--- config.mk ---
export PLATFORM = sky130hd
export DESIGN_NAME = acc_interconnect
export DESIGN_NICKNAME = d
export VERILOG_FILES = /design/src/hw/acc_pkg.sv /design/src/hw/acc_rr_arbiter.sv /design/src/hw/acc_spill_reg.sv /design/src/hw/acc_req_route.sv /design/src/hw/acc_rsp_route.sv /design/src/hw/acc_interconnect.sv
export SDC_FILE = /design/constraint.sdc
export NUM_CORES = 1
export LEC_CHECK = 0
export BUFFER_PORTS_ARGS = -buffer_cell sky130_fd_sc_hd__buf_2
export CAP_MARGIN = 20
export CORE_AREA = 4 4 270 272
export CTS_BUF_LIST = sky130_fd_sc_hd__clkbuf_8
export CTS_CLUSTER_SIZE = 8
export DETAILED_ROUTE_END_ITERATION = 16
export DIE_AREA = 0 0 274 276
export PLACE_DENSITY_LB_ADDON = 0.08
export REMOVE_ABC_BUFFERS = 1
export SYNTH_ARGS = -nofsm -noshare
export SYNTH_HDL_FRONTEND = slang
export SYNTH_HIERARCHICAL = 1
export SYNTH_SLANG_ARGS = --single-unit
--- constraint.sdc ---
create_clock -name clk_i -period 6.1 [get_ports clk_i]
set_input_delay 0.61 -clock clk_i [delete_from_list [all_inputs] [get_ports clk_i]]
set_output_delay 0.61 -clock clk_i [all_outputs]
set_load 0.01 [all_outputs]
--- src/hw/acc_pkg.sv ---
/*
 * Shared definitions for the accelerator offload interconnect:
 * widths and level constants, vector typedefs, the C request and
 * response payload structs, the spill register states and the hart id table
 */

`default_nettype none

package acc_pkg;

  ////////////////////////////////////////
  // Sizes and addressing
  ////////////////////////////////////////

  localparam int unsigned NUM_REQ         = 2;
  localparam int unsigned NUM_RSP         = 2;
  localparam int unsigned HIER_ADDR_WIDTH = 2;
  localparam int unsigned ACC_ADDR_WIDTH  = 6;
  localparam int unsigned ADDR_WIDTH      = HIER_ADDR_WIDTH + ACC_ADDR_WIDTH;
  localparam int unsigned DATA_WIDTH      = 32;

  // Level number served by this instance
  localparam int unsigned HIER_LEVEL      = 1;

  // Low accelerator-address bits that pick the unit
  localparam int unsigned RSP_SEL_WIDTH   = 1;
  localparam int unsigned REQ_IDX_WIDTH   = 1;
  localparam int unsigned HART_ID_WIDTH   = 4;
  localparam int unsigned HART_ID_BASE    = 4;

  ////////////////////////////////////////
  // Vector types
  ////////////////////////////////////////

  // Level field occupies the top bits
  typedef logic [ADDR_WIDTH-1:0]      addr_t;
  typedef logic [DATA_WIDTH-1:0]      data_t;
  typedef logic [HART_ID_WIDTH-1:0]   hart_id_t;
  typedef logic [HIER_ADDR_WIDTH-1:0] level_t;
  typedef logic [RSP_SEL_WIDTH-1:0]   rsp_sel_t;
  typedef logic [REQ_IDX_WIDTH-1:0]   req_idx_t;

  ////////////////////////////////////////
  // Payloads
  ////////////////////////////////////////

  typedef struct packed {
    addr_t    addr;
    hart_id_t hart_id;
    data_t    instr;
    data_t    rs1;
  } c_req_t;

  typedef struct packed {
    hart_id_t hart_id;
    data_t    result;
    logic     error;
  } c_rsp_t;

  // Fill level of a two-entry spill register
  typedef enum logic [1:0] {
    SPILL_EMPTY = 2'd0,
    SPILL_ONE   = 2'd1,
    SPILL_TWO   = 2'd2
  } spill_state_e;

  // Fixed hart id per requester, entry i is HART_ID_BASE + i
  localparam hart_id_t [NUM_REQ-1:0] HART_ID_TABLE = {
    hart_id_t'(HART_ID_BASE + 1),
    hart_id_t'(HART_ID_BASE)
  };

endpackage

`default_nettype wire

--- src/hw/acc_rr_arbiter.sv ---
/*
 * Round-robin arbiter for valid/ready streams with payload mux.
 * The grant is held while the output waits for ready.
 */

`timescale 1ns/1ps
`default_nettype none

module acc_rr_arbiter #(
  parameter int unsigned NUM_INP   = 2,
  parameter type         payload_t = logic
) (
  input  logic                          clk_i,
  input  logic                          rst_n_i,
  input  payload_t [NUM_INP-1:0]        inp_i,
  input  logic     [NUM_INP-1:0]        inp_valid_i,
  output logic     [NUM_INP-1:0]        inp_ready_o,
  output payload_t                      oup_o,
  output logic                          oup_valid_o,
  input  logic                          oup_ready_i,
  output acc_pkg::req_idx_t             oup_idx_o
);

  acc_pkg::req_idx_t rr_q;
  acc_pkg::req_idx_t held_q;
  logic              lock_q;
  acc_pkg::req_idx_t grant;

  // First valid input at or after the pointer, unless a grant is held
  always_comb begin
    int cand;
    grant = rr_q;
    for (int off = NUM_INP - 1; off >= 0; off--) begin
      cand = (int'(rr_q) + off) % NUM_INP;
      if (inp_valid_i[cand]) begin
        grant = acc_pkg::req_idx_t'(cand);
      end
    end
    if (lock_q) begin
      grant = held_q;
    end
  end

  assign oup_o       = inp_i[grant];
  assign oup_valid_o = inp_valid_i[grant];
  assign oup_idx_o   = grant;

  for (genvar i = 0; i < NUM_INP; i++) begin : gen_ready
    assign inp_ready_o[i] = oup_ready_i && (grant == i);
  end

  always_ff @(posedge clk_i or negedge rst_n_i) begin
    if (!rst_n_i) begin
      rr_q   <= '0;
      held_q <= '0;
      lock_q <= 1'b0;
    end else begin
      // Stall keeps the current winner
      lock_q <= oup_valid_o && !oup_ready_i;
      held_q <= grant;
      if (oup_valid_o && oup_ready_i) begin
        rr_q <= acc_pkg::req_idx_t'((int'(grant) + 1) % NUM_INP);
      end
    end
  end

endmodule

`default_nettype wire

--- src/hw/acc_spill_reg.sv ---
/*
 * Two-entry spill register on a valid/ready stream.
 * Registered ready, full throughput, oldest entry at the output.
 */

`timescale 1ns/1ps
`default_nettype none

module acc_spill_reg #(
  parameter type payload_t = logic
) (
  input  logic     clk_i,
  input  logic     rst_n_i,
  input  payload_t data_i,
  input  logic     valid_i,
  output logic     ready_o,
  output payload_t data_o,
  output logic     valid_o,
  input  logic     ready_i
);

  acc_pkg::spill_state_e state_q;
  payload_t              head_q;
  payload_t              tail_q;
  logic                  push;
  logic                  pop;

  assign ready_o = (state_q != acc_pkg::SPILL_TWO);
  assign valid_o = (state_q != acc_pkg::SPILL_EMPTY);
  assign data_o  = head_q;

  assign push = valid_i && ready_o;
  assign pop  = valid_o && ready_i;

  always_ff @(posedge clk_i or negedge rst_n_i) begin
    if (!rst_n_i) begin
      state_q <= acc_pkg::SPILL_EMPTY;
    end else begin
      case (state_q)
        acc_pkg::SPILL_EMPTY: if (push) state_q <= acc_pkg::SPILL_ONE;
        acc_pkg::SPILL_ONE: begin
          if (push && !pop) begin
            state_q <= acc_pkg::SPILL_TWO;
          end else if (pop && !push) begin
            state_q <= acc_pkg::SPILL_EMPTY;
          end
        end
        acc_pkg::SPILL_TWO: if (pop) state_q <= acc_pkg::SPILL_ONE;
        default: state_q <= acc_pkg::SPILL_EMPTY;
      endcase
    end
  end

  // Payload storage
  always_ff @(posedge clk_i) begin
    if (state_q == acc_pkg::SPILL_TWO) begin
      if (pop) head_q <= tail_q;
    end else if (push) begin
      // Second entry parks in the tail unless the head drains now
      if (state_q == acc_pkg::SPILL_ONE && !pop) begin
        tail_q <= data_i;
      end else begin
        head_q <= data_i;
      end
    end
  end

endmodule

`default_nettype wire

--- src/hw/acc_req_route.sv ---
/*
 * Request side routing: per-requester level demux into the
 * next-level bypass or the local crossbar, then one round-robin
 * arbiter and spill register per accelerator
 */

`timescale 1ns/1ps
`default_nettype none

module acc_req_route (
  input  logic                                        clk_i,
  input  logic                                        rst_n_i,

  // From the requesters
  input  acc_pkg::c_req_t [acc_pkg::NUM_REQ-1:0]      c_req_i,
  input  logic            [acc_pkg::NUM_REQ-1:0]      c_req_valid_i,
  output logic            [acc_pkg::NUM_REQ-1:0]      c_req_ready_o,

  // Bypass towards the next level
  output acc_pkg::c_req_t [acc_pkg::NUM_REQ-1:0]      next_req_o,
  output logic            [acc_pkg::NUM_REQ-1:0]      next_req_valid_o,
  input  logic            [acc_pkg::NUM_REQ-1:0]      next_req_ready_i,

  // Towards the accelerators
  output acc_pkg::c_req_t [acc_pkg::NUM_RSP-1:0]      acc_req_o,
  output logic            [acc_pkg::NUM_RSP-1:0]      acc_req_valid_o,
  input  logic            [acc_pkg::NUM_RSP-1:0]      acc_req_ready_i
);

  acc_pkg::level_t   [acc_pkg::NUM_REQ-1:0]                       req_level;
  acc_pkg::rsp_sel_t [acc_pkg::NUM_REQ-1:0]                       req_sel;
  logic              [acc_pkg::NUM_REQ-1:0]                       req_local;

  // Per accelerator, per requester
  logic              [acc_pkg::NUM_RSP-1:0][acc_pkg::NUM_REQ-1:0] xbar_valid;
  logic              [acc_pkg::NUM_RSP-1:0][acc_pkg::NUM_REQ-1:0] xbar_ready;

  acc_pkg::c_req_t   [acc_pkg::NUM_RSP-1:0]                       arb_req;
  logic              [acc_pkg::NUM_RSP-1:0]                       arb_valid;
  logic              [acc_pkg::NUM_RSP-1:0]                       arb_ready;

  ////////////////////////////////////////
  // Level demux
  ////////////////////////////////////////

  for (genvar i = 0; i < acc_pkg::NUM_REQ; i++) begin : gen_demux
    assign req_level[i] =
      c_req_i[i].addr[acc_pkg::ADDR_WIDTH-1:acc_pkg::ACC_ADDR_WIDTH];
    assign req_sel[i]   = c_req_i[i].addr[acc_pkg::RSP_SEL_WIDTH-1:0];
    assign req_local[i] = (req_level[i] == acc_pkg::HIER_LEVEL);

    // Bypass is combinational, payload unchanged
    assign next_req_o[i]       = c_req_i[i];
    assign next_req_valid_o[i] = c_req_valid_i[i] && !req_local[i];

    assign c_req_ready_o[i] = req_local[i] ? xbar_ready[req_sel[i]][i]
                                           : next_req_ready_i[i];
  end

  // Mask local requests by their target accelerator
  always_comb begin
    for (int j = 0; j < acc_pkg::NUM_RSP; j++) begin
      for (int i = 0; i < acc_pkg::NUM_REQ; i++) begin
        xbar_valid[j][i] = c_req_valid_i[i] && req_local[i] && (req_sel[i] == j);
      end
    end
  end

  ////////////////////////////////////////
  // Crossbar outputs
  ////////////////////////////////////////

  for (genvar j = 0; j < acc_pkg::NUM_RSP; j++) begin : gen_acc
    acc_rr_arbiter #(
      .NUM_INP   (acc_pkg::NUM_REQ),
      .payload_t (acc_pkg::c_req_t)
    ) i_arb (
      .clk_i       (clk_i),
      .rst_n_i     (rst_n_i),
      .inp_i       (c_req_i),
      .inp_valid_i (xbar_valid[j]),
      .inp_ready_o (xbar_ready[j]),
      .oup_o       (arb_req[j]),
      .oup_valid_o (arb_valid[j]),
      .oup_ready_i (arb_ready[j]),
      .oup_idx_o   ()
    );

    acc_spill_reg #(
      .payload_t (acc_pkg::c_req_t)
    ) i_spill (
      .clk_i   (clk_i),
      .rst_n_i (rst_n_i),
      .data_i  (arb_req[j]),
      .valid_i (arb_valid[j]),
      .ready_o (arb_ready[j]),
      .data_o  (acc_req_o[j]),
      .valid_o (acc_req_valid_o[j]),
      .ready_i (acc_req_ready_i[j])
    );
  end

endmodule

`default_nettype wire

--- src/hw/acc_rsp_route.sv ---
/*
 * Response side routing: hart id lookup steers accelerator results
 * to a requester, local results merge with next-level responses,
 * one spill register per requester output
 */

`timescale 1ns/1ps
`default_nettype none

module acc_rsp_route (
  input  logic                                        clk_i,
  input  logic                                        rst_n_i,

  // From the accelerators
  input  acc_pkg::c_rsp_t [acc_pkg::NUM_RSP-1:0]      acc_rsp_i,
  input  logic            [acc_pkg::NUM_RSP-1:0]      acc_rsp_valid_i,
  output logic            [acc_pkg::NUM_RSP-1:0]      acc_rsp_ready_o,

  // From the next level
  input  acc_pkg::c_rsp_t [acc_pkg::NUM_REQ-1:0]      next_rsp_i,
  input  logic            [acc_pkg::NUM_REQ-1:0]      next_rsp_valid_i,
  output logic            [acc_pkg::NUM_REQ-1:0]      next_rsp_ready_o,

  // Back to the requesters
  output acc_pkg::c_rsp_t [acc_pkg::NUM_REQ-1:0]      c_rsp_o,
  output logic            [acc_pkg::NUM_REQ-1:0]      c_rsp_valid_o,
  input  logic            [acc_pkg::NUM_REQ-1:0]      c_rsp_ready_i
);

  // Destination requester of each accelerator response
  acc_pkg::req_idx_t [acc_pkg::NUM_RSP-1:0]                       rsp_dest;

  // Per requester, per accelerator
  logic              [acc_pkg::NUM_REQ-1:0][acc_pkg::NUM_RSP-1:0] xbar_valid;
  logic              [acc_pkg::NUM_REQ-1:0][acc_pkg::NUM_RSP-1:0] xbar_ready;

  acc_pkg::c_rsp_t   [acc_pkg::NUM_REQ-1:0]                       loc_rsp;
  logic              [acc_pkg::NUM_REQ-1:0]                       loc_valid;
  logic              [acc_pkg::NUM_REQ-1:0]                       loc_ready;

  logic              [acc_pkg::NUM_REQ-1:0][1:0]                  merge_ready;
  acc_pkg::c_rsp_t   [acc_pkg::NUM_REQ-1:0]                       merge_rsp;
  logic              [acc_pkg::NUM_REQ-1:0]                       merge_valid;
  logic              [acc_pkg::NUM_REQ-1:0]                       spill_ready;

  ////////////////////////////////////////
  // Hart id lookup
  ////////////////////////////////////////

  // Constant table, so this folds into a few comparators
  always_comb begin
    for (int j = 0; j < acc_pkg::NUM_RSP; j++) begin
      rsp_dest[j] = '0;
      for (int i = 0; i < acc_pkg::NUM_REQ; i++) begin
        if (acc_rsp_i[j].hart_id == acc_pkg::HART_ID_TABLE[i]) begin
          rsp_dest[j] = acc_pkg::req_idx_t'(i);
        end
      end
      for (int i = 0; i < acc_pkg::NUM_REQ; i++) begin
        xbar_valid[i][j] = acc_rsp_valid_i[j] && (rsp_dest[j] == i);
      end
    end
  end

  for (genvar j = 0; j < acc_pkg::NUM_RSP; j++) begin : gen_acc_ready
    assign acc_rsp_ready_o[j] = xbar_ready[rsp_dest[j]][j];
  end

  ////////////////////////////////////////
  // Per requester merge
  ////////////////////////////////////////

  for (genvar i = 0; i < acc_pkg::NUM_REQ; i++) begin : gen_req
    acc_rr_arbiter #(
      .NUM_INP   (acc_pkg::NUM_RSP),
      .payload_t (acc_pkg::c_rsp_t)
    ) i_loc_arb (
      .clk_i       (clk_i),
      .rst_n_i     (rst_n_i),
      .inp_i       (acc_rsp_i),
      .inp_valid_i (xbar_valid[i]),
      .inp_ready_o (xbar_ready[i]),
      .oup_o       (loc_rsp[i]),
      .oup_valid_o (loc_valid[i]),
      .oup_ready_i (loc_ready[i]),
      .oup_idx_o   ()
    );

    // Input 0 local, input 1 next level
    acc_rr_arbiter #(
      .NUM_INP   (2),
      .payload_t (acc_pkg::c_rsp_t)
    ) i_merge_arb (
      .clk_i       (clk_i),
      .rst_n_i     (rst_n_i),
      .inp_i       ({next_rsp_i[i], loc_rsp[i]}),
      .inp_valid_i ({next_rsp_valid_i[i], loc_valid[i]}),
      .inp_ready_o (merge_ready[i]),
      .oup_o       (merge_rsp[i]),
      .oup_valid_o (merge_valid[i]),
      .oup_ready_i (spill_ready[i]),
      .oup_idx_o   ()
    );

    assign loc_ready[i]        = merge_ready[i][0];
    assign next_rsp_ready_o[i] = merge_ready[i][1];

    acc_spill_reg #(
      .payload_t (acc_pkg::c_rsp_t)
    ) i_spill (
      .clk_i   (clk_i),
      .rst_n_i (rst_n_i),
      .data_i  (merge_rsp[i]),
      .valid_i (merge_valid[i]),
      .ready_o (spill_ready[i]),
      .data_o  (c_rsp_o[i]),
      .valid_o (c_rsp_valid_o[i]),
      .ready_i (c_rsp_ready_i[i])
    );
  end

endmodule

`default_nettype wire

--- src/hw/acc_interconnect.sv ---
/*
 * One hierarchy level of the accelerator offload interconnect,
 * C channel only: request routing and response routing
 */

`timescale 1ns/1ps
`default_nettype none

module acc_interconnect (
  input  logic                                   clk_i,
  input  logic                                   rst_n_i,

  // Requester side
  input  acc_pkg::c_req_t [acc_pkg::NUM_REQ-1:0] c_req_i,
  input  logic            [acc_pkg::NUM_REQ-1:0] c_req_valid_i,
  output logic            [acc_pkg::NUM_REQ-1:0] c_req_ready_o,
  output acc_pkg::c_rsp_t [acc_pkg::NUM_REQ-1:0] c_rsp_o,
  output logic            [acc_pkg::NUM_REQ-1:0] c_rsp_valid_o,
  input  logic            [acc_pkg::NUM_REQ-1:0] c_rsp_ready_i,

  // Next level
  output acc_pkg::c_req_t [acc_pkg::NUM_REQ-1:0] next_req_o,
  output logic            [acc_pkg::NUM_REQ-1:0] next_req_valid_o,
  input  logic            [acc_pkg::NUM_REQ-1:0] next_req_ready_i,
  input  acc_pkg::c_rsp_t [acc_pkg::NUM_REQ-1:0] next_rsp_i,
  input  logic            [acc_pkg::NUM_REQ-1:0] next_rsp_valid_i,
  output logic            [acc_pkg::NUM_REQ-1:0] next_rsp_ready_o,

  // Accelerator units
  output acc_pkg::c_req_t [acc_pkg::NUM_RSP-1:0] acc_req_o,
  output logic            [acc_pkg::NUM_RSP-1:0] acc_req_valid_o,
  input  logic            [acc_pkg::NUM_RSP-1:0] acc_req_ready_i,
  input  acc_pkg::c_rsp_t [acc_pkg::NUM_RSP-1:0] acc_rsp_i,
  input  logic            [acc_pkg::NUM_RSP-1:0] acc_rsp_valid_i,
  output logic            [acc_pkg::NUM_RSP-1:0] acc_rsp_ready_o
);

  acc_req_route i_req_route (
    .clk_i            (clk_i),
    .rst_n_i          (rst_n_i),
    .c_req_i          (c_req_i),
    .c_req_valid_i    (c_req_valid_i),
    .c_req_ready_o    (c_req_ready_o),
    .next_req_o       (next_req_o),
    .next_req_valid_o (next_req_valid_o),
    .next_req_ready_i (next_req_ready_i),
    .acc_req_o        (acc_req_o),
    .acc_req_valid_o  (acc_req_valid_o),
    .acc_req_ready_i  (acc_req_ready_i)
  );

  acc_rsp_route i_rsp_route (
    .clk_i            (clk_i),
    .rst_n_i          (rst_n_i),
    .acc_rsp_i        (acc_rsp_i),
    .acc_rsp_valid_i  (acc_rsp_valid_i),
    .acc_rsp_ready_o  (acc_rsp_ready_o),
    .next_rsp_i       (next_rsp_i),
    .next_rsp_valid_i (next_rsp_valid_i),
    .next_rsp_ready_o (next_rsp_ready_o),
    .c_rsp_o          (c_rsp_o),
    .c_rsp_valid_o    (c_rsp_valid_o),
    .c_rsp_ready_i    (c_rsp_ready_i)
  );

endmodule

`default_nettype wire

==> results of run 1 <==
-- registers in the layout, indices dropped and copies added (netlist names) --
signal	flops
i_req_route/gen_acc.i_spill/data_o	152
i_req_route/gen_acc.i_spill/tail_q	152
i_rsp_route/gen_req.i_spill/data_o	74
i_rsp_route/gen_req.i_spill/tail_q	74
i_req_route/gen_acc.i_spill/state_q	4
i_rsp_route/gen_req.i_spill/state_q	4
i_req_route/gen_acc.i_arb/held_q	2
i_req_route/gen_acc.i_arb/lock_q	2
i_req_route/gen_acc.i_arb/rr_q	2
i_rsp_route/gen_req.i_loc_arb/held_q	2
i_rsp_route/gen_req.i_loc_arb/lock_q	2
i_rsp_route/gen_req.i_loc_arb/rr_q	2
i_rsp_route/gen_req.i_merge_arb/held_q	2
i_rsp_route/gen_req.i_merge_arb/lock_q	2
i_rsp_route/gen_req.i_merge_arb/rr_q	2
-- kinds of logic (layout without fill, tap and decap cells) --
group / after synthesis / in the layout / synth area share
DFF: 478 / 478 / 0.6087
buffers and inverters: 254 / 904 / 0.07913
and+or+nand+nor: 748 / 748 / 0.1266
muxes: 306 / 306 / 0.1613
AOI/OAI and AO/OA: 66 / 66 / 0.02431
other: 0 / 3 / 0
-- per-layer routing --
| metal | up-vias | part of all wire | GRT usage |
|---|---|---|---|
| met5 | - | 0.00078 | 0 |
| met4 | 10 | 0.023 | 0.05385 |
| met3 | 102 | 0.087 | 0.06379 |
| met2 | 567 | 0.50 | 0.3343 |
| met1 | 7692 | 0.39 | 0.2217 |
| li1 | 7461 | - | - |
-- worst paths after layout --
kind / endpoint / depth (start not counted) / slack, ps / from
min in group asynchronous: i_rsp_route/gen_req[0].i_merge_arb/lock_q / 2 / 520 / rst_n_i
worst max-delay path: c_req_ready_o[0] / 7 / 2070 / i_req_route/gen_acc[0].i_spill/state_q[1]
worst min register to register: i_req_route/gen_acc[0].i_spill/data_o[13] / 2 / 500 / i_req_route/gen_acc[0].i_spill/tail_q[13]
worst max register to register: i_req_route/gen_acc[0].i_spill/data_o[27] / 5 / 3020 / i_req_route/gen_acc[0].i_spill/state_q[1]
worst min-delay path: i_rsp_route/gen_req[0].i_spill/state_q[1] / 2 / 190 / c_rsp_ready_i[0]
max in group asynchronous: i_rsp_route/gen_req[1].i_loc_arb/rr_q / 2 / 5130 / rst_n_i
-- metrics by stage --
step           setup slack, ps  cells
6_report                  2075   3455
5_1_grt                   1852   3453
4_1_cts                   1966   3450
3_5_place_dp              2099   3295
3_3_place_gp              2198   3293
2_1_floorplan            96.77   1618
-- report_power, final --
part,internal [mW],switching (mW)
combinational,1.45,1.86
sequential,4.35,0.185
clock,1.42,1.36
-- cell usage in the layout, fill, tap and decap left out, types with 12 or more instances in the layout --
cell type / synthesis / final
mux2_2: 206 / 206
buf_2: 38 / 703
buf_4: 166 / 18
edfxtp_1: 452 / 452
mux2_1: 14 / 14
dfrtp_1: 26 / 26
inv_1: 16 / 49
mux2_4: 86 / 86
nor2_1: 20 / 16
nand2_1: 688 / 688
a31oi_1: 12 / 12
clkbuf_8: 0 / 91
a21oi_1: 12 / 12
clkinv_1: 0 / 18
-- layout make-up --
cell class | instances | area, um^2
Multi-Input combinational cell | 1120 | 7371
Fill cell | 6989 | 42510
Tap cell | 950 | 1189
Sequential cell | 478 | 14220
Clock buffer | 91 | 1252
Inverter | 20 | 76.32
Timing Repair Buffer | 730 | 3826
Antenna cell | 3 | 7.507
Clock inverter | 63 | 297.8
-- timing repair --
action / in CTS / in global routing
setup buffers: 0 / 0
hold buffers: 1 / 0
hold endpoints to repair: 26 / 0
gates resized for setup: 0 / 0
==> impl_results.md, run 1 <==
- Status: finished, final reports clean
- Worst Path Buf+Inv: 3
- Total Routed Length: 75.57 mm
- IO Count: 704
- Top_reg_cell synth: edfxtp_1
- Top cell type's share of synthesized area: 0.5808
- Most used cell, CP: mux2_4
- Tcrit/Tclk final: 0.6598
- CTS HTree Levels: 3
- Slowest stage delay, CP: 700 ps
- Reg clk slew, reported paths: 60 ps
- CTS tree: yes
- Setup CP Type: flop to primary output
- Syn Inst Count: 1852
- Drt wl/cell: ~22 um
- Clock latency on the worst-skew pair: ~660 ps
- Initial antenna violation count: 11
- Syn Area/Cell: 12.62 um^2
- HPWL after DPL: 53.70 mm
- Drt first-iter violations: 739
- RSZ-0062 raised after global routing: no
- Total power: 10.62 mW
- Final hold viol count: 0
- Max-cap violations: 0
- Flops & latches, synth: ~480
- Synthesized area: between 0.02 and 0.025 mm^2
- Final GP Congestion: 0.8008
- PortBufs: 703
- Remaining global-route overflow: 0
- Post-route design area: 0.02824 mm^2
- Total number of yosys warnings: 6
- Core area: 0.07075 mm^2
- Final core occ: 0.3992
- Via total after detailed routing: 15832
- Vias in the first global route: 16046
- Total CTS buffers: a little under 90
- Final net count: around 2800
- Total negative setup slack: 0 ps
- Maximum vdd drop: around 0.19 mV
- Slowest cell on crit path: nor2b_4
- Synth area leaders: edfxtp_1 (58%), nand2_1 (11%), mux2_2 (9.9%)
- Fmax: 248.4 MHz
- Drt first pass iters: 5
- Max Slew Vio Count: 0
- Asr flop ratio synth: 0.05439
- First-pass GRT wire length: 107.6 mm
- # rows: 98
- Clock Sink Count: 478
- Die area: 0.07562 mm^2
- Worst min path class: input pin to flop
- Worst-path cell chain: nor2b_4 -> clkinv_2 -> inv_1 -> nor2_1 -> mux2_4 -> mux2_4 -> buf_2
- Leak: 12.25 nW
- Most common cell in the netlist: nand2_1
- Synth cell count leaders: nand2_1 (688), edfxtp_1 (452), mux2_2 (206)
- Clk_skew: 27.01 ps
- Remaining DRCs: 0
- Layout area overhead: 20.86%
- Max-slew headroom: 0.2935
- Placed instance area: 0.02664 mm^2
- Initial Util: 0.3303
- Critical path data required time: between 5000 and 6000 ps
- Number of synthesized flops with an enable pin: 452
- CP startpoint kind: flop
- Top delay family on crit path: buffers and inverters
- Sequential fraction of the synthesis area: 0.6087
- Chip width: 274 um
- Clock Root Buffer: clkbuf_8
- Final worst path period need: slightly above 4000 ps
- WP data arrival: approximately 3400 ps
- Longest Clk Path Bufs: 3
- CP Capture Type: primary output
- # setup viols final: 0
- Antenna violation net count after detailed routing: 0
- Worst-Margin Slew: approximately 1100 ps
- Tot GR Track Use: 0.1906
- WHS: 188.0 ps
- Power per standard cell area: 376.1 mW/mm^2
- Largest net degree at the start of global routing: 82
- Leading area contributor after synthesis: edfxtp_1
- Vias per cell: 4.582
- Layout cells sized above 1: 0.4672
- Die Ht: roughly 280 um
- Cell variety after synth: 33
- Crit path max fanout: 29
Power figures use the tool's default switching activity.
==> inputs of run 2 (changes only) <==
--- a/config.mk
+++ b/config.mk
@@ -5,13 +5,14 @@
 export SDC_FILE = /design/constraint.sdc
 export NUM_CORES = 1
 export LEC_CHECK = 0
+export ABC_AREA = 1
 export BUFFER_PORTS_ARGS = -buffer_cell sky130_fd_sc_hd__buf_2
 export CAP_MARGIN = 20
-export CORE_AREA = 4 4 270 272
+export CORE_AREA = 4 4 271 273
 export CTS_BUF_LIST = sky130_fd_sc_hd__clkbuf_8
 export CTS_CLUSTER_SIZE = 8
 export DETAILED_ROUTE_END_ITERATION = 16
-export DIE_AREA = 0 0 274 276
+export DIE_AREA = 0 0 275 277
 export PLACE_DENSITY_LB_ADDON = 0.08
 export REMOVE_ABC_BUFFERS = 1
 export SYNTH_ARGS = -nofsm -noshare
==> constraint.sdc (replaced) <==
create_clock -name clk_i -period 3.6 [get_ports clk_i]
set_input_delay 0.36 -clock clk_i [delete_from_list [all_inputs] [get_ports clk_i]]
set_output_delay 0.36 -clock clk_i [all_outputs]
set_load 0.01 [all_outputs]
==> run 2 against run 1 <==
Compared with the run above: die area up 0.73%; total power up 140%; synthesized cell count up 41%; setup slack worse by 1800 ps; critical path depth up 9; clock power up 73%; area after synthesis up 1.3%; largest cell class unchanged; utilization up 2.7 points; worst hold slack worse by 140 ps; largest power group is now combinational cells.
==> impl_results.md, run 2 <==
- Hold Crit Start: next_rsp_i[22] (was c_rsp_ready_i[0])
- Max Slew Vio Count: 0 (unchanged)
- Slowest stage delay, CP: 540 ps (was 700 ps)
- Final worst path period need: roughly 3300 ps
- Core area: 0.07112 mm^2 (was 0.07075 mm^2)
- Most used cell, CP: nand2_1 (was mux2_4)
- Flops & latches, synth: 478 (unchanged)
- Chip width: 275 um (was 274 um)
- Final std cells w/o fill: 4373 (was 3455)
- Maximum vdd drop: 0.4351 mV (was 0.1854 mV)
- Largest net degree at the start of global routing: 77 (was 82)
- Dpl cells: 4003 (was 3295)
- Total power: 25.92 mW (was 10.62 mW)
- WP data arrival: 2990 ps (was 3420 ps)
- Clock Sink Count: 478 (unchanged)
- Number of synthesized flops with an enable pin: 452 (unchanged)
- Sequential fraction of the synthesis area: 0.6008 (was 0.6087)
- Power per standard cell area: 854.1 mW/mm^2 (was 376.1 mW/mm^2)
- Final core occ: 0.4267 (was 0.3992)
- Reg clk slew, reported paths: 60 ps (about the same)
- GR met2 Demand/Resource: 0.4064 (was 0.3343)
- Initial Util: 0.3329 (was 0.3303)
- Initial antenna violation count: 11 (unchanged)
- Total number of yosys warnings: 6 (unchanged)
- Critical path data required time: 3240 ps (was 5490 ps)
- Final GP Congestion: 0.9758 (was 0.8008)
- Placed instance area: 0.02667 mm^2 (was 0.02664 mm^2)
- RSZ-0062 raised after global routing: no (unchanged)
- R2r startpoint: i_req_route/gen_acc[1].i_arb/rr_q (was i_req_route/gen_acc[0].i_spill/state_q[1])
- PnR worst setup slack: 252.0 ps (was 2075 ps)
- Met3 GRT Util: 0.05285 (was 0.06379)
- Clock Root Buffer: clkbuf_8 (unchanged)
- Layout area overhead: 28.17% (was 20.86%)
- Drt first-iter violations: 1587 (was 739)
- Antenna violation net count after detailed routing: 0 (unchanged)
- Top_reg_cell synth: edfxtp_1 (unchanged)
- Worst-path cell chain: dlygate4sd3_1 -> buf_2 -> inv_1 -> nand2_2 -> nor3_2 -> nor2_1 -> nor2_2 -> nand2_2 -> nand2_4 -> inv_2 -> nor2_1 -> nand2_1 -> nand2_1 -> nand2_1 -> nand2_1 -> buf_2 (was nor2b_4 -> clkinv_2 -> inv_1 -> nor2_1 -> mux2_4 -> mux2_4 -> buf_2)
- # setup viols final: 0 (unchanged)
- CP startpoint kind: input pin (was flop)
- Post-place setup slack: 288.7 ps (was 2099 ps)
- Asr flop ratio synth: 0.05439 (unchanged)
- Commonest non-fill, non-tap cell in the layout: nand2_1 (was buf_2)
- Slowest cell on crit path: dlygate4sd3_1 (was nor2b_4)
- Fmax: 298.7 MHz
- Die area: 0.07618 mm^2 (was 0.07562 mm^2)
- Worst Path Buf+Inv: 5 (was 3)
- Syn Inst Count: 2608 (was 1852)
- CTS HTree Levels: 3 (unchanged)
- Post-CTS setup buffer count: 0 (unchanged)
- Most frequent cells in the layout: nand2_1 (1432), buf_2 (703), edfxtp_1 (452) (was buf_2 (703), nand2_1 (688), edfxtp_1 (452))
- Longest Clk Path Bufs: 3 (unchanged)
- Most common cell in the netlist: nand2_1 (unchanged)
- CP startpoint: c_req_i[151] (was i_req_route/gen_acc[0].i_spill/state_q[1])
- GRT busiest layer: met2 (unchanged)
- Final hold viol count: 0 (unchanged)
- Syn Area/Cell: 9.078 um^2 (was 12.62 um^2)
- Worst min path class: input pin to flop (unchanged)
- Setup CP Type: input pin to primary output (was flop to primary output)
- Leading area contributor after synthesis: edfxtp_1 (unchanged)
- Synth area leaders: edfxtp_1 (57%), nand2_1 (23%), buf_4 (5.6%) (was edfxtp_1 (58%), nand2_1 (11%), mux2_2 (9.9%))
- # rows: 98 (unchanged)
- Crit path max fanout: 28 (was 29)
- Drt wl/cell: 21.26 um (was 21.87 um)
- Top cell type's share of synthesized area: 0.5733 (was 0.5808)
- CP Capture Type: primary output (unchanged)
- Max-cap violations: 0 (unchanged)
- Remaining global-route overflow: 0 (unchanged)
- Vias per cell: 4.774 (was 4.582)
- Max-slew headroom: 0.3319 (was 0.2935)
- Remaining DRCs: 0 (unchanged)
- Die Ht: 277 um (was 276 um)
- Final net count: 3663 (was 2753)
- PortBufs: 703 (unchanged)
- Tot GR Track Use: 0.2339 (was 0.1906)
- Vias in the first global route: 20323 (was 16046)
- Total CTS buffers: 88 (was 89)
- Leak: 14.62 nW (was 12.25 nW)
- Tcrit/Tclk final: 0.9300
- Status: finished, final reports clean (unchanged)
- Grt met1 use: 0.2921 (was 0.2217)
- Via total after detailed routing: 20877 (was 15832)
- Clock latency on the worst-skew pair: 680 ps (was 660 ps)
- Clk_skew: 33.25 ps (was 27.01 ps)
- Synth cell count leaders: nand2_1 (1432), edfxtp_1 (452), nand3_1 (240) (was nand2_1 (688), edfxtp_1 (452), mux2_2 (206))
- Top delay family on crit path: simple AND/OR/NAND/NOR gates (was buffers and inverters)
- Layout cells sized above 1: 0.2641 (was 0.4672)
- Cell variety after synth: 20 (was 33)
- IO Count: 704 (unchanged)
- Drt first pass iters: 5 (unchanged)
- CTS tree: yes (unchanged)
- Total Routed Length: 92.98 mm (was 75.57 mm)
- Post-route design area: 0.03034 mm^2 (was 0.02824 mm^2)
- Synthesized area: 0.02368 mm^2 (was 0.02337 mm^2)
- Worst-Margin Slew: 1002 ps (was 1060 ps)
- HPWL after DPL: 63.86 mm (was 53.70 mm)
- First-pass GRT wire length: 133.7 mm (was 107.6 mm)
-- run 2: timing repair --
action,4_1_cts,5_1_grt
hold buffers,205,0
resized for setup,0,4
endpoints found under the hold margin,190,0
setup endpoints to repair,0,4
-- run 2: path summary, 6_finish.rpt --
path,slack (ps),cells past startpoint,to
min in group asynchronous,350,2,i_rsp_route/gen_req[0].i_spill/state_q[1]
setup / recovery,250,16,c_req_ready_o[1]
hold reg to reg,500,2,i_rsp_route/gen_req[1].i_loc_arb/rr_q
hold / removal,50,3,i_rsp_route/gen_req[0].i_spill/tail_q[22]
max in group asynchronous,2720,2,i_req_route/gen_acc[1].i_spill/state_q[1]
setup reg to reg,650,9,i_req_route/gen_acc[1].i_spill/tail_q[9]
-- run 2: kinds of logic after synthesis --
group                  after synthesis  synth area share
buffers and inverters              354           0.09840
flip-flops                         478            0.6008
AND/OR/NAND/NOR                   1758            0.2970
AO/OA/AOI/OAI                       18          0.003805
-- run 2: per-layer routing --
metal | up-vias | wire length [um]
li1 | 9785 | -
met1 | 10030 | 36840
met2 | 937 | 46230
met3 | 117 | 7557
met4 | 8 | 2298
met5 | - | 50
-- run 2: final cells by class --
cell class	count	area (um^2)
fill	7162	40770
multi-input combinational	1776	7169
timing repair buffer	943	5932
clock buffer	91	1252
antenna	4	10.01
sequential	478	14230
tap	950	1189
clock inverter	69	325.3
inverter	62	237.7
-- run 2: per-stage QoR --
stage          setup TNS, ps  hold slack (ps)
2_1_floorplan        -437290            64.41
3_3_place_gp               0            451.8
3_5_place_dp               0            452.5
4_1_cts                    0           0.9709
5_1_grt                    0            12.95
6_report                   0            52.32
-- run 2: report_power, final --
part	leakage, nW	switching [mW]	internal [mW]
combinational	9.14	8.04	3.27
sequential	4.54	0.730	9.08
clock	0.938	2.38	2.42
-- run 2: worst reg2reg max path, delay by kind of cell, from the launching register on --
family	cells	cell delay, ps
buffers and inverters	3	1610
flip-flops	1	380
AND/OR/NAND/NOR	6	820
==> inputs of run 3 (changes only) <==
--- a/config.mk
+++ b/config.mk
@@ -8,11 +8,11 @@
 export ABC_AREA = 1
 export BUFFER_PORTS_ARGS = -buffer_cell sky130_fd_sc_hd__buf_2
 export CAP_MARGIN = 20
-export CORE_AREA = 4 4 271 273
+export CORE_AREA = 4 4 268 270
 export CTS_BUF_LIST = sky130_fd_sc_hd__clkbuf_8
 export CTS_CLUSTER_SIZE = 8
 export DETAILED_ROUTE_END_ITERATION = 16
-export DIE_AREA = 0 0 275 277
+export DIE_AREA = 0 0 272 274
 export PLACE_DENSITY_LB_ADDON = 0.08
 export REMOVE_ABC_BUFFERS = 1
 export SYNTH_ARGS = -nofsm -noshare
==> run 3 against run 2 <==
Compared with the run above: sequential share of layout area up 0.27 points; via count is essentially flat; register-to-register slack improved by 200 ps; combinational power hardly changed; critical path depth down 3; count of clock-buffer cells in the layout shrank 1; critical path type is now flop to primary output; utilization up 0.72 points; sequential power about the same; first-iteration DRC count is 6.9% higher; clock skew decreased by 18 ps.
==> impl_results.md, run 3 (synthesis gave the netlist of run 2 again) <==
- Grt met1 use: 0.2970 (was 0.2921)
- Fmax: 303.0 MHz (was 298.7 MHz)
- Commonest non-fill, non-tap cell in the layout: nand2_1 (unchanged)
- CP Capture Type: primary output (unchanged)
- Post-place setup slack: 472.5 ps (was 288.7 ps)
- First-pass GRT wire length: 135.4 mm (was 133.7 mm)
- Post-CTS sizing: 0 (unchanged)
- WP data arrival: 2940 ps (was 2990 ps)
- Largest net degree at the start of global routing: 81 (was 77)
- PortBufs: 703 (unchanged)
- R2r startpoint: i_req_route/gen_acc[1].i_arb/rr_q (unchanged)
- GR met2 Demand/Resource: 0.4227 (was 0.4064)
- Dpl cells: 3992 (was 4003)
- Leak: 14.53 nW (was 14.62 nW)
- Top delay family on crit path: simple AND/OR/NAND/NOR gates (unchanged)
- Drt wl/cell: 21.65 um (was 21.26 um)
- Core area: 0.06954 mm^2 (was 0.07112 mm^2)
- Met3 GRT Util: 0.05985 (was 0.05285)
- Drt first pass iters: 5 (unchanged)
- Most frequent cells in the layout: nand2_1 (1432), buf_2 (703), edfxtp_1 (452) (unchanged)
- Remaining DRCs: 0 (unchanged)
- Clock Root Buffer: clkbuf_8 (unchanged)
- Critical path data required time: 3240 ps (about the same)
- Power per standard cell area: 845.7 mW/mm^2 (was 854.1 mW/mm^2)
- Final hold viol count: 0 (unchanged)
- Die Ht: 274 um (was 277 um)
- # rows: 97 (was 98)
- Path length in cells of the critical path: 13 (was 16)
- Max-slew headroom: 0.2143 (was 0.3319)
- Status: finished, final reports clean (unchanged)
- Clock Sink Count: 478 (unchanged)
- WHS Endpoint: i_rsp_route/gen_req[1].i_spill/tail_q[20] (was i_rsp_route/gen_req[0].i_spill/tail_q[22])
- Clk_skew: 15.47 ps (was 33.25 ps)
- Maximum vdd drop: 0.3989 mV (was 0.4351 mV)
- Die area: 0.07453 mm^2 (was 0.07618 mm^2)
- Setup CP Type: flop to primary output (was input pin to primary output)
- Total CTS buffers: 87 (was 88)
- Worst-path cell chain: nor2_1 -> nor2_2 -> nand2_2 -> nand2_2 -> nand2_1 -> nand2_1 -> inv_1 -> nand2_1 -> nand2_2 -> nand2_2 -> inv_2 -> nor2_1 -> buf_2 (was dlygate4sd3_1 -> buf_2 -> inv_1 -> nand2_2 -> nor3_2 -> nor2_1 -> nor2_2 -> nand2_2 -> nand2_4 -> inv_2 -> nor2_1 -> nand2_1 -> nand2_1 -> nand2_1 -> nand2_1 -> buf_2)
- Final std cells w/o fill: 4343 (was 4373)
- Slowest stage delay, CP: 640 ps (was 540 ps)
- Hold Crit Start: next_rsp_i[57] (was next_rsp_i[22])
- PnR worst setup slack: 299.7 ps (was 252.0 ps)
- # setup viols final: 0 (unchanged)
- Max Slew Vio Count: 0 (unchanged)
- Final GP Congestion: 1.065 (was 0.9758)
- Via total after detailed routing: 20888 (was 20877)
- Slowest cell on crit path: inv_2 (was dlygate4sd3_1)
- Tot GR Track Use: 0.2417 (was 0.2339)
- RSZ-0062 raised after global routing: no (unchanged)
- Layout area overhead: 27.45% (was 28.17%)
- Most used cell, CP: nand2_2 (was nand2_1)
- R2r setup slk: 850 ps (was 650 ps)
- Vias per cell: 4.810 (was 4.774)
- Chip width: 272 um (was 275 um)
- Total Routed Length: 94.04 mm (was 92.98 mm)
- Initial Util: 0.3404 (was 0.3329)
- IO Count: 704 (unchanged)
- CTS HTree Levels: 3 (unchanged)
- Tcrit/Tclk final: 0.9167 (was 0.9300)
- Final net count: 3652 (was 3663)
- Worst Path Buf+Inv: 3 (was 5)
- Antenna violation net count after detailed routing: 0 (unchanged)
- Vias in the first global route: 20424 (was 20323)
- GRT busiest layer: met2 (unchanged)
- Final worst path period need: 3300 ps (was 3348 ps)
- Layout cells sized above 1: 0.2641 (about the same)
- CTS tree: yes (unchanged)
- Worst Reg-to-Reg Cells: 9 (unchanged)
- Reg clk slew, reported paths: 60 ps (about the same)
- Crit path max fanout: 38 (was 28)
- HPWL after DPL: 64.15 mm (was 63.86 mm)
- Drt first-iter violations: 1696 (was 1587)
- Longest Clk Path Bufs: 3 (unchanged)
- Worst min path class: input pin to flop (unchanged)
- Max-cap violations: 0 (unchanged)
- Total negative setup slack: 0 ps (unchanged)
- Initial antenna violation count: 19 (was 11)
- Remaining global-route overflow: 0 (unchanged)
- Worst-Margin Slew: 1179 ps (was 1002 ps)
- Hold Path Depth: 3 (unchanged)
- Worst r2r dst: i_req_route/gen_acc[1].i_spill/tail_q[17] (was i_req_route/gen_acc[1].i_spill/tail_q[9])
- Clock latency on the worst-skew pair: 670 ps (was 680 ps)
- CP startpoint kind: flop (was input pin)
[run 3: cell types whose count changed in the layout (fill, tap and decap cells not counted), sizes merged]
cell,change
dlygate4sd3,-9
clkinvlp,-2
clkinv,-7
diode,+3
bufinv,-1
clkbuf,-1
inv,-2
buf,-1
[run 3: area by class of cell]
cell class              instances  area (um^2)
diodes                          7        17.52
clock buffers                  90         1239
clock inverters                57        252.7
fillers                      6965        39370
inverters                      62        235.2
multi-input cells            1776         7167
flip-flops and latches        478        14230
well taps                     940         1176
repair buffers                933         5856
[run 3: per-layer routing]
layer | part of all wire | wire [um]
met3 | 0.082 | 7743
met1 | 0.39 | 36930
met2 | 0.50 | 46920
met5 | 0.0015 | 139
met4 | 0.025 | 2305
[run 3: worst max-delay path by stage]
stage	from	endpoint
global route	i_rsp_route/gen_req[0].i_loc_arb/rr_q	next_rsp_ready_o[0]
finish	i_rsp_route/gen_req[0].i_loc_arb/rr_q	next_rsp_ready_o[0]
CTS	i_rsp_route/gen_req[0].i_loc_arb/rr_q	next_rsp_ready_o[0]
floorplan	i_req_route/gen_acc[0].i_spill/state_q[1]	i_req_route/gen_acc[0].i_spill/data_o[0]
detailed placement	acc_rsp_i[71]	next_rsp_ready_o[0]
global placement	acc_rsp_i[71]	next_rsp_ready_o[0]
[run 3: per-stage QoR]
step	hold WS [ps]	utilization	cell area, um^2	power, mW
after floorplan	64.41	-	21580	15.50
after global placement	434.7	0.3836	26680	20.58
after detailed placement	434.2	0.3836	26680	20.66
after CTS	0.1565	0.4332	30130	25.81
after global routing	24.28	0.4337	30160	27.27
final	52.88	0.4339	30170	25.52
[run 3: power breakdown]
| part | internal [mW] | switching (mW) | leakage, nW |
|---|---|---|---|
| clock | 2.30 | 2.33 | 0.895 |
| sequential | 9.09 | 0.750 | 4.54 |
| combinational | 3.22 | 7.83 | 9.10 |
[run 3: timing repair]
item	in CTS	in global routing
endpoints found under the hold margin	194	0
buffers inserted	0	0
hold buffers	196	0
[run 3: worst reg2reg max path, stage by stage (launching register included)]
cell and delay (ps):
dfrtp_1 390, nor2_1 130, nor2_2 50, nand2_2 80
nand2_4 130, inv_2 80, buf_4 820, nand2_1 260
nand2_1 130, dlygate4sd3_1 560
